File: config.mk
export PLATFORM = sky130hd
export DESIGN_NAME = cn_drive_top
export DESIGN_NICKNAME = d
export VERILOG_FILES = /design/src/hw/cn_regs_pkg.sv /design/src/hw/cn_drive_pkg.sv /design/src/hw/cn_param_regs.sv /design/src/hw/sim_tick_gen.sv /design/src/hw/button_gain_stepper.sv /design/src/hw/wave_sample_buffer.sv /design/src/hw/cn_drive_combiner.sv /design/src/hw/cn_drive_top.sv
export SDC_FILE = /design/constraint.sdc
export NUM_CORES = 2
export LEC_CHECK = 0
export BUFFER_PORTS_ARGS = -buffer_cell sky130_fd_sc_hd__buf_2
export CORE_MARGIN = 2
export CORE_UTILIZATION = 50
export CTS_BUF_LIST = sky130_fd_sc_hd__clkbuf_4
export DETAILED_ROUTE_END_ITERATION = 6
export PLACE_DENSITY = 0.72
export SLEW_MARGIN = 30
export SYNTH_ARGS = -nofsm -noshare
export SYNTH_HDL_FRONTEND = slang
export SYNTH_HIERARCHICAL = 1
export SYNTH_SLANG_ARGS = --single-unit
File: constraint.sdc
create_clock -name ep50trig -period 13.8 [get_ports ep50trig]
set_input_delay 0.69 -clock ep50trig [delete_from_list [all_inputs] [get_ports ep50trig]]
set_output_delay 0.69 -clock ep50trig [all_outputs]
set_load 0.01 [all_outputs]
File: src/hw/cn_regs_pkg.sv
package cn_regs_pkg;

    localparam int WB_ADR_W = 3;   // word address, eight slots
    localparam int WB_DAT_W = 32;

    // host register map, word addresses
    typedef enum logic [WB_ADR_W-1:0] {
        REG_CTRL        = 3'd0,   // bit 0 sim reset, bit 1 buffer replay
        REG_HALF_CNT    = 3'd1,   // tick period minus one
        REG_OFFSET      = 3'd2,   // subtracted from the latched drive
        REG_EXTRA_DRIVE = 3'd3,   // scaled by the button gain
        REG_WAVE_CONST  = 3'd4,   // held sample in constant mode
        REG_WAVE_DATA   = 3'd5,   // write-only, appends one sample
        REG_DRIVE       = 3'd6    // read-only, live drive
    } wb_reg_e;

    // 381 gives the 1 ms tick at real-time speed
    localparam logic [WB_DAT_W-1:0] HALF_CNT_RST = 32'd381;
    localparam logic [1:0]          CTRL_RST     = 2'b00;   // sim running, constant source

endpackage

File: src/hw/cn_drive_pkg.sv
package cn_drive_pkg;

    typedef logic [31:0] drive_t;      // unsigned integer current
    typedef logic [2:0]  gain_t;       // button gain, 0..7
    typedef logic [3:0]  prescale_t;   // stepper count before halving

    // neuron compensation on the sensory path
    localparam int SENSORY_SHIFT = 9;
    localparam int EXTRA_SHIFT   = 4;   // applied after the gain multiply

    // last count before the stepper wraps to zero
    localparam prescale_t PRESCALE_MAX = 4'd14;

    typedef enum logic {
        WAVE_CONST_SRC  = 1'b0,   // host constant
        WAVE_BUFFER_SRC = 1'b1    // replay loaded samples
    } wave_src_e;

endpackage

File: src/hw/cn_param_regs.sv
`timescale 1ns/1ps

module cn_param_regs (
    input  logic                             ep50trig,
    input  logic                             reset_global,
    input  logic                             i_wb_cyc,
    input  logic                             i_wb_stb,
    input  logic                             i_wb_we,
    input  logic [cn_regs_pkg::WB_ADR_W-1:0] i_wb_adr,
    input  logic [cn_regs_pkg::WB_DAT_W-1:0] i_wb_dat,
    input  cn_drive_pkg::drive_t             i_drive,
    output logic [cn_regs_pkg::WB_DAT_W-1:0] o_wb_dat,
    output logic                             o_wb_ack,
    output logic                             o_sim_reset,
    output cn_drive_pkg::wave_src_e          o_wave_src,
    output cn_drive_pkg::drive_t             o_half_cnt,
    output cn_drive_pkg::drive_t             o_offset,
    output cn_drive_pkg::drive_t             o_extra_drive,
    output cn_drive_pkg::drive_t             o_wave_const,
    output logic                             o_wave_wr,
    output cn_drive_pkg::drive_t             o_wave_wr_data
);
    import cn_regs_pkg::*;
    import cn_drive_pkg::*;

    logic                access;    // new cycle, ack not yet given
    wb_reg_e             reg_sel;
    logic [WB_DAT_W-1:0] rd_mux;

    assign access  = i_wb_cyc && i_wb_stb && !o_wb_ack;   // ack low between accesses
    assign reg_sel = wb_reg_e'(i_wb_adr);

    always_comb begin
        case (reg_sel)
            REG_CTRL:        rd_mux = {{(WB_DAT_W-2){1'b0}}, o_wave_src == WAVE_BUFFER_SRC,
                                       o_sim_reset};
            REG_HALF_CNT:    rd_mux = o_half_cnt;
            REG_OFFSET:      rd_mux = o_offset;
            REG_EXTRA_DRIVE: rd_mux = o_extra_drive;
            REG_WAVE_CONST:  rd_mux = o_wave_const;
            REG_DRIVE:       rd_mux = i_drive;   // live value, not a stored copy
            default:         rd_mux = '0;        // sample reg and unmapped slots
        endcase
    end

    always_ff @(posedge ep50trig or posedge reset_global) begin
        if (reset_global) begin
            o_wb_ack       <= 1'b0;
            o_wb_dat       <= '0;
            o_sim_reset    <= CTRL_RST[0];
            o_wave_src     <= wave_src_e'(CTRL_RST[1]);
            o_half_cnt     <= HALF_CNT_RST;
            o_offset       <= '0;
            o_extra_drive  <= '0;
            o_wave_const   <= '0;
            o_wave_wr      <= 1'b0;
            o_wave_wr_data <= '0;
        end else begin
            o_wb_ack  <= access;
            o_wave_wr <= 1'b0;   // single-cycle strobe
            if (access) begin
                o_wb_dat <= rd_mux;   // captured on every access, meaningful on reads
            end
            if (access && i_wb_we) begin
                case (reg_sel)
                    REG_CTRL: begin
                        o_sim_reset <= i_wb_dat[0];
                        o_wave_src  <= wave_src_e'(i_wb_dat[1]);
                    end
                    REG_HALF_CNT:    o_half_cnt    <= i_wb_dat;
                    REG_OFFSET:      o_offset      <= i_wb_dat;
                    REG_EXTRA_DRIVE: o_extra_drive <= i_wb_dat;
                    REG_WAVE_CONST:  o_wave_const  <= i_wb_dat;
                    REG_WAVE_DATA: begin
                        o_wave_wr      <= 1'b1;   // append one sample
                        o_wave_wr_data <= i_wb_dat;
                    end
                    default: ;   // drive and unmapped slots drop writes
                endcase
            end
        end
    end

endmodule

File: src/hw/sim_tick_gen.sv
`timescale 1ns/1ps

module sim_tick_gen (
    input  logic                 ep50trig,
    input  logic                 reset_global,
    input  logic                 i_sim_reset,
    input  cn_drive_pkg::drive_t i_half_cnt,
    output logic                 o_sim_tick
);
    import cn_drive_pkg::*;

    drive_t cnt;          // cycles left before the next tick
    drive_t half_cnt_q;   // last period seen, for change detect

    always_ff @(posedge ep50trig or posedge reset_global) begin
        if (reset_global) begin
            cnt        <= '0;
            half_cnt_q <= '0;
            o_sim_tick <= 1'b0;
        end else begin
            half_cnt_q <= i_half_cnt;
            if (i_sim_reset || (i_half_cnt != half_cnt_q)) begin
                cnt        <= i_half_cnt;   // restart a full period
                o_sim_tick <= 1'b0;
            end else if (cnt == '0) begin
                cnt        <= i_half_cnt;   // reload, period is half_cnt + 1
                o_sim_tick <= 1'b1;
            end else begin
                cnt        <= cnt - 1'b1;
                o_sim_tick <= 1'b0;
            end
        end
    end

endmodule

File: src/hw/button_gain_stepper.sv
`timescale 1ns/1ps

module button_gain_stepper (
    input  logic                ep50trig,
    input  logic                reset_global,
    input  logic                i_sim_tick,
    input  logic                i_button,
    output cn_drive_pkg::gain_t o_gain
);
    import cn_drive_pkg::*;

    logic      btn_s1;     // first sample flop
    logic      btn_s2;     // second sample, one tick older
    logic      btn_edge;   // level differs between the two samples
    prescale_t prescale;

    assign btn_edge = btn_s1 ^ btn_s2;

    // everything advances on the tick only, so one level change counts once
    always_ff @(posedge ep50trig or posedge reset_global) begin
        if (reset_global) begin
            btn_s1   <= 1'b0;
            btn_s2   <= 1'b0;
            prescale <= '0;
        end else if (i_sim_tick) begin
            btn_s1 <= i_button;
            btn_s2 <= btn_s1;
            if (btn_edge) begin
                if (prescale == PRESCALE_MAX) begin
                    prescale <= '0;   // wrap after 14
                end else begin
                    prescale <= prescale + 1'b1;
                end
            end
        end
    end

    // two level changes per gain step
    assign o_gain = prescale[3:1];

endmodule

File: src/hw/wave_sample_buffer.sv
`timescale 1ns/1ps

module wave_sample_buffer #(
    parameter int WAVE_DEPTH = 16
) (
    input  logic                    ep50trig,
    input  logic                    reset_global,
    input  logic                    i_sim_reset,
    input  logic                    i_sim_tick,
    input  cn_drive_pkg::wave_src_e i_wave_src,
    input  cn_drive_pkg::drive_t    i_wave_const,
    input  logic                    i_wr,
    input  cn_drive_pkg::drive_t    i_wr_data,
    output cn_drive_pkg::drive_t    o_sample
);
    import cn_drive_pkg::*;

    localparam int PTR_W = (WAVE_DEPTH > 1) ? $clog2(WAVE_DEPTH) : 1;

    drive_t           mem [WAVE_DEPTH];   // host samples
    logic [PTR_W-1:0] wr_ptr;             // next slot to load
    logic [PTR_W-1:0] rd_ptr;             // sample presented until the next tick

    // wraps at WAVE_DEPTH, also for depths that are not a power of two
    function automatic logic [PTR_W-1:0] next_ptr(input logic [PTR_W-1:0] ptr);
        if (ptr == PTR_W'(WAVE_DEPTH - 1)) begin
            return '0;
        end
        return ptr + 1'b1;
    endfunction

    always_ff @(posedge ep50trig or posedge reset_global) begin
        if (reset_global) begin
            for (int i = 0; i < WAVE_DEPTH; i++) begin
                mem[i] <= '0;   // unloaded slots replay as zero
            end
        end else if (i_wr) begin
            mem[wr_ptr] <= i_wr_data;
        end
    end

    always_ff @(posedge ep50trig or posedge reset_global) begin
        if (reset_global) begin
            wr_ptr <= '0;
            rd_ptr <= '0;
        end else if (i_sim_reset) begin
            wr_ptr <= '0;
            rd_ptr <= '0;
        end else begin
            if (i_wr) begin
                wr_ptr <= next_ptr(wr_ptr);
            end
            if (i_sim_tick && (i_wave_src == WAVE_BUFFER_SRC)) begin
                rd_ptr <= next_ptr(rd_ptr);   // step after the tick has used it
            end
        end
    end

    assign o_sample = (i_wave_src == WAVE_BUFFER_SRC) ? mem[rd_ptr] : i_wave_const;

endmodule

File: src/hw/cn_drive_combiner.sv
`timescale 1ns/1ps

module cn_drive_combiner (
    input  logic                 ep50trig,
    input  logic                 reset_global,
    input  logic                 i_sim_reset,
    input  logic                 i_sim_tick,
    input  cn_drive_pkg::drive_t i_sensory,
    input  cn_drive_pkg::drive_t i_extra_drive,
    input  cn_drive_pkg::gain_t  i_gain,
    input  cn_drive_pkg::drive_t i_sample,
    input  cn_drive_pkg::drive_t i_offset,
    output cn_drive_pkg::drive_t o_drive,
    output logic                 o_drive_update
);
    import cn_drive_pkg::*;

    drive_t sensory_shifted;   // neuron compensated sensory current
    drive_t extra_scaled;      // extra drive times button gain
    drive_t drive_sum;
    drive_t drive_latch;       // sum held between ticks

    assign sensory_shifted = i_sensory << SENSORY_SHIFT;
    assign extra_scaled    = (i_extra_drive * drive_t'(i_gain)) << EXTRA_SHIFT;
    assign drive_sum       = sensory_shifted + extra_scaled + i_sample;   // wraps mod 2^32

    always_ff @(posedge ep50trig or posedge reset_global) begin
        if (reset_global) begin
            drive_latch    <= '0;
            o_drive_update <= 1'b0;
        end else if (i_sim_reset) begin
            drive_latch    <= '0;
            o_drive_update <= 1'b0;
        end else begin
            if (i_sim_tick) begin
                drive_latch <= drive_sum;
            end
            o_drive_update <= i_sim_tick;   // new drive visible this cycle
        end
    end

    // offset is applied after the latch, so offset writes show up at once
    assign o_drive = drive_latch - i_offset;

endmodule

File: src/hw/cn_drive_top.sv
`timescale 1ns/1ps

module cn_drive_top #(
    parameter int WAVE_DEPTH = 16
) (
    input  logic                             ep50trig,
    input  logic                             reset_global,
    input  logic                             i_wb_cyc,
    input  logic                             i_wb_stb,
    input  logic                             i_wb_we,
    input  logic [cn_regs_pkg::WB_ADR_W-1:0] i_wb_adr,
    input  logic [cn_regs_pkg::WB_DAT_W-1:0] i_wb_dat,
    output logic [cn_regs_pkg::WB_DAT_W-1:0] o_wb_dat,
    output logic                             o_wb_ack,
    input  cn_drive_pkg::drive_t             i_sensory,
    input  logic                             i_button,
    output cn_drive_pkg::drive_t             o_drive,
    output logic                             o_drive_update,
    output cn_drive_pkg::gain_t              o_gain
);
    import cn_drive_pkg::*;

    logic      sim_reset;    // host controlled, from ctrl bit 0
    logic      sim_tick;     // one-cycle enable per simulated ms
    wave_src_e wave_src;
    drive_t    half_cnt;
    drive_t    offset;
    drive_t    extra_drive;
    drive_t    wave_const;
    logic      wave_wr;
    drive_t    wave_wr_data;
    drive_t    sample;       // waveform current into the sum

    cn_param_regs u_param_regs (
        .ep50trig       (ep50trig),
        .reset_global   (reset_global),
        .i_wb_cyc       (i_wb_cyc),
        .i_wb_stb       (i_wb_stb),
        .i_wb_we        (i_wb_we),
        .i_wb_adr       (i_wb_adr),
        .i_wb_dat       (i_wb_dat),
        .i_drive        (o_drive),   // drive readback
        .o_wb_dat       (o_wb_dat),
        .o_wb_ack       (o_wb_ack),
        .o_sim_reset    (sim_reset),
        .o_wave_src     (wave_src),
        .o_half_cnt     (half_cnt),
        .o_offset       (offset),
        .o_extra_drive  (extra_drive),
        .o_wave_const   (wave_const),
        .o_wave_wr      (wave_wr),
        .o_wave_wr_data (wave_wr_data)
    );

    sim_tick_gen u_tick_gen (
        .ep50trig     (ep50trig),
        .reset_global (reset_global),
        .i_sim_reset  (sim_reset),
        .i_half_cnt   (half_cnt),
        .o_sim_tick   (sim_tick)
    );

    button_gain_stepper u_gain_stepper (
        .ep50trig     (ep50trig),
        .reset_global (reset_global),
        .i_sim_tick   (sim_tick),
        .i_button     (i_button),
        .o_gain       (o_gain)
    );

    wave_sample_buffer #(
        .WAVE_DEPTH (WAVE_DEPTH)
    ) u_wave_buffer (
        .ep50trig     (ep50trig),
        .reset_global (reset_global),
        .i_sim_reset  (sim_reset),
        .i_sim_tick   (sim_tick),
        .i_wave_src   (wave_src),
        .i_wave_const (wave_const),
        .i_wr         (wave_wr),
        .i_wr_data    (wave_wr_data),
        .o_sample     (sample)
    );

    cn_drive_combiner u_combiner (
        .ep50trig       (ep50trig),
        .reset_global   (reset_global),
        .i_sim_reset    (sim_reset),
        .i_sim_tick     (sim_tick),
        .i_sensory      (i_sensory),
        .i_extra_drive  (extra_drive),
        .i_gain         (o_gain),   // same gain that leaves the top
        .i_sample       (sample),
        .i_offset       (offset),
        .o_drive        (o_drive),
        .o_drive_update (o_drive_update)
    );

endmodule

==> reports/qor.csv <==
stage;metric;value;unit
route;vias_per_cell;5.823;
floorplan;chipHeight;296.2;um
placed_design;port_buffers;132;
placed_design;detailed_place_hpwl;73.55;mm
worst_setup_path;cp-end-kind;flip-flop;
cts;clock_pin_transition_on_the_worst_setup_and_hold_timing_paths;0.07;ns
route;detail_route.wl_per_cell;22.53;um
synthesis;synth_top_area_share;47.64;%
floorplan;floorplan.core_area;84880;um2
worst_setup_path;timing.setup.critical_path_class;flip-flop to flip-flop;
synthesis;synthDistinctLibCells;93;
floorplan;design.die.area;87760;um2
sta;clock-skew-final;0.06688;ns
placed_design;placed_cell_area;44200;um2
synthesis;synth_seq_cells;820;
synthesis;synth_cells;3300;
min_path;type_of_the_tightest_min_delay_check;primary input to flip-flop;
floorplan;ios;142;
power;p_leak;22.84;nW
synthesis;syn_nets;3518;
layout;design_area;46990;um2
worst_setup_path;r2r_slack;6.98;ns
layout;layout.nets;3727;
sta;timing_hold_violations_final;0;
route;wl;107.9;mm
run_status;run_status;completed;
cts;htree_levels;4;
synthesis;synth_async_reset_ratio;100.0;%
sta;maxSlewHeadroom;34.00;%
global_routing;grt_max_degree;93;
synthesis;netlist.top_cell.by_area;sky130_fd_sc_hd__dfrtp_1;
global_routing;grt_pass1_wl;166.2;mm
worst_setup_path;worstPathMaxFanout;48;
layout;fraction_of_final_layout_cells_with_drive_strength_greater_than_1;34.82;%
cts;clock_tree_from_tritoncts;done;
synthesis;syn-cell-area;42700;um2
synthesis;cell_with_the_most_instances_after_synthesis;sky130_fd_sc_hd__dfrtp_1;
synthesis;synth_area_per_cell;12.94;um2
min_path;hold-path-cell-count;4;
min_path;end_point_of_the_worst_hold_path;u_param_regs/o_wave_const[0]$_DFFE_PP0P_;
synthesis;synth.top_cells.by_area;sky130_fd_sc_hd__dfrtp_1, sky130_fd_sc_hd__mux2_2, sky130_fd_sc_hd__mux4_2;
worst_setup_path;reg2regPathDepth;18;
sta;final-max-slew-violation-count;0;
sta;setup_viol;0;
cts;tritoncts.num_buffers;200;
floorplan;die-width;296.2;um
global_routing;aggregate_global_routing_overflow;0;
sta;timing.final.crit_period;6.821;ns
synthesis;synth_edf_count;0;
placed_design;gp_routability_congestion;0.9562;
global_routing;initial_antenna_violation_count;1;
power;powerDensity;122.0;nW/um2
worst_setup_path;crit_arrival;7.75;ns
layout;num-fill-cells;7132;
cts;clock_tree.root_cell;sky130_fd_sc_hd__clkbuf_4;
route;detail_route.first_pass.iterations;6;
route;via_count;27890;
sta;worst_pin_slew;0.9900;ns
worst_setup_path;setup.worst_path.start_class;flip-flop;
route;drt_drc_violations_left;0;
sta;timing.final.crit_share;49.42;%
cts;insertion_delay;1.08;ns
layout;finalNonFillerCells;4789;
placed_design;numPlacedInstances;4415;
sta;setup_tns;0;ns
min_path;hp-start;i_wb_stb;
synthesis;synth.top_cells.by_count;sky130_fd_sc_hd__dfrtp_1, sky130_fd_sc_hd__mux2_2, sky130_fd_sc_hd__nand2_1;
worst_setup_path;worst_r2r_startpoint;u_wave_buffer/rd_ptr[0]$_DFFE_PP0P_;
floorplan;initial_core_utilization;50.31;%
sta;achievable-frequency;0.1466;GHz
worst_setup_path;worst_r2r_endpoint;u_combiner/drive_latch[29]$_DFFE_PP0P_;
flow_run;drv_cap;0;
layout;syn2layout_area_growth;10.03;%
synthesis;ys_warn_count;6;
synthesis;sequential_cell_area_fraction_in_the_yosys_report;48.07;%
route;drt_first_iter_violations;1760;
layout;postLayoutCoreUtil;55.36;%
global_routing;track_usage;24.88;%
floorplan;rows;107;
sta;grt_setup_unrepaired;no;
route;antenna_left;0;
power;ir_worst_vdd;0.00008500;V
worst_setup_path;cp.required;14.73;ns
synthesis;synth_ff_type;sky130_fd_sc_hd__dfrtp_1;
cts;clock_sinks;820;
cts;clock_path_buffers;3;
global_routing;first_global_vias;28350;
-- kinds of logic (layout without fill, tap and decap cells) --
group	after synthesis	in the layout	synth area share [%]
mux	958	958	27.42
flops	820	820	48.07
simple gates	479	479	5.746
compound gates	443	443	7.407
buf+inv	331	673	3.666
fa+ha+maj	145	145	5.128
xor+xnor	124	124	2.561
other cells	0	3	0
-- area by class of cell --
| class | instances | area [um2] | share of cell area (%) |
|---|---|---|---|
| inverter | 120 | 461.7 | 0.9826 |
| antenna | 3 | 7.507 | 0.01598 |
| clock inverter | 54 | 282.8 | 0.6018 |
| sequential | 820 | 20540 | 43.72 |
| multi-input combinational | 2149 | 20700 | 44.06 |
| clock buffer | 281 | 2110 | 4.490 |
| tap | 1144 | 1431 | 3.046 |
| timing repair buffer | 218 | 1450 | 3.086 |
-- through the flow --
stage,power [W],setup slack (ns),hold WS [ns]
after floorplan,0.003453,6.046,0.4122
final,0.005733,6.979,0.2171
after global routing,0.006030,6.637,0.1683
after global placement,0.003802,6.689,0.4270
after detailed placement,0.003822,7.052,0.4301
after CTS,0.005774,6.998,0.09761
-- critical path, stage by stage, from the launching register on --
cell	delay [ns]
sky130_fd_sc_hd__dfrtp_4	0.79
sky130_fd_sc_hd__buf_4	0.72
sky130_fd_sc_hd__buf_4	0.85
sky130_fd_sc_hd__mux4_2	0.60
sky130_fd_sc_hd__a22oi_1	0.37
sky130_fd_sc_hd__a31oi_1	0.15
sky130_fd_sc_hd__inv_1	0.10
sky130_fd_sc_hd__fa_1	0.42
sky130_fd_sc_hd__inv_1	0.07
sky130_fd_sc_hd__ha_1	0.28
sky130_fd_sc_hd__a21o_1	0.18
sky130_fd_sc_hd__a21oi_1	0.19
sky130_fd_sc_hd__nand4_1	0.14
sky130_fd_sc_hd__a31o_1	0.29
sky130_fd_sc_hd__o31a_1	0.33
sky130_fd_sc_hd__a21o_1	0.25
sky130_fd_sc_hd__a2111o_1	0.43
sky130_fd_sc_hd__a21o_1	0.19
sky130_fd_sc_hd__a32o_1	0.25
-- layout by cell type, fill, tap and decap left out, drive strengths merged, types with 44 or more instances in the layout --
cell type / synthesis / layout
a21oi: 74 / 74
buf: 127 / 184
clkbuf: 84 / 281
clkinv: 0 / 44
dfrtp: 813 / 813
fa: 50 / 50
ha: 95 / 95
inv: 120 / 123
mux2: 713 / 713
mux2i: 147 / 147
mux4: 98 / 98
nand2: 162 / 162
nor2: 111 / 111
o21ai: 73 / 73
xnor2: 59 / 59
xor2: 65 / 65
-- where the power goes --
| group | internal [W] | total [W] | switching (W) |
|---|---|---|---|
| logic | 0.000436 | 0.00101 | 0.000579 |
| registers | 0.00256 | 0.00279 | 0.000232 |
| clock network | 0.000968 | 0.00192 | 0.000956 |
| total | 0.00397 | 0.00573 | 0.00177 |
-- sequential cells by signal, summed over array words and instances (netlist names), 4 cells and up --
signal,flops
u_combiner/drive_latch,32
u_gain_stepper/prescale,4
u_param_regs/o_extra_drive,32
u_param_regs/o_half_cnt,32
u_param_regs/o_offset,32
u_param_regs/o_wave_const,32
u_param_regs/o_wave_wr_data,32
u_param_regs/o_wb_dat,32
u_tick_gen/cnt,32
u_tick_gen/half_cnt_q,32
u_wave_buffer/mem,512
u_wave_buffer/rd_ptr,4
u_wave_buffer/wr_ptr,4
-- worst max path at each step --
stage                                           startpoint                                     end  slack [ns]  depth (start not counted)
detailed placement     u_wave_buffer/rd_ptr[0]$_DFFE_PP0P_  u_combiner/drive_latch[29]$_DFFE_PP0P_        7.05                         18
CTS                    u_wave_buffer/rd_ptr[0]$_DFFE_PP0P_  u_combiner/drive_latch[29]$_DFFE_PP0P_        7.00                         18
floorplan                                     reset_global        u_wave_buffer/mem[0]$_DFFE_PP0P_        6.05                          1
finish                 u_wave_buffer/rd_ptr[0]$_DFFE_PP0P_  u_combiner/drive_latch[29]$_DFFE_PP0P_        6.98                         18
global route           u_wave_buffer/rd_ptr[0]$_DFFE_PP0P_  u_combiner/drive_latch[29]$_DFFE_PP0P_        6.64                         18
global placement    u_gain_stepper/prescale[3]$_DFFE_PP0P_  u_combiner/drive_latch[29]$_DFFE_PP0P_        6.69                         24
-- routing by layer --
metal	vias up	GRT usage, %	wire length, um
li1	12530	-	-
met1	14490	32.42	46560
met2	691	41.49	52800
met3	172	4.662	5352
met4	0	9.214	3170
met5	-	0	0
-- repair_timing --
action                                  CTS  global route
endpoints found under the setup margin    0             0
hold endpoints to repair                342             0
buffers inserted                          0             0
gates resized for setup                   0             0
hold buffers                             34             0
Power figures use the tool's default switching activity.
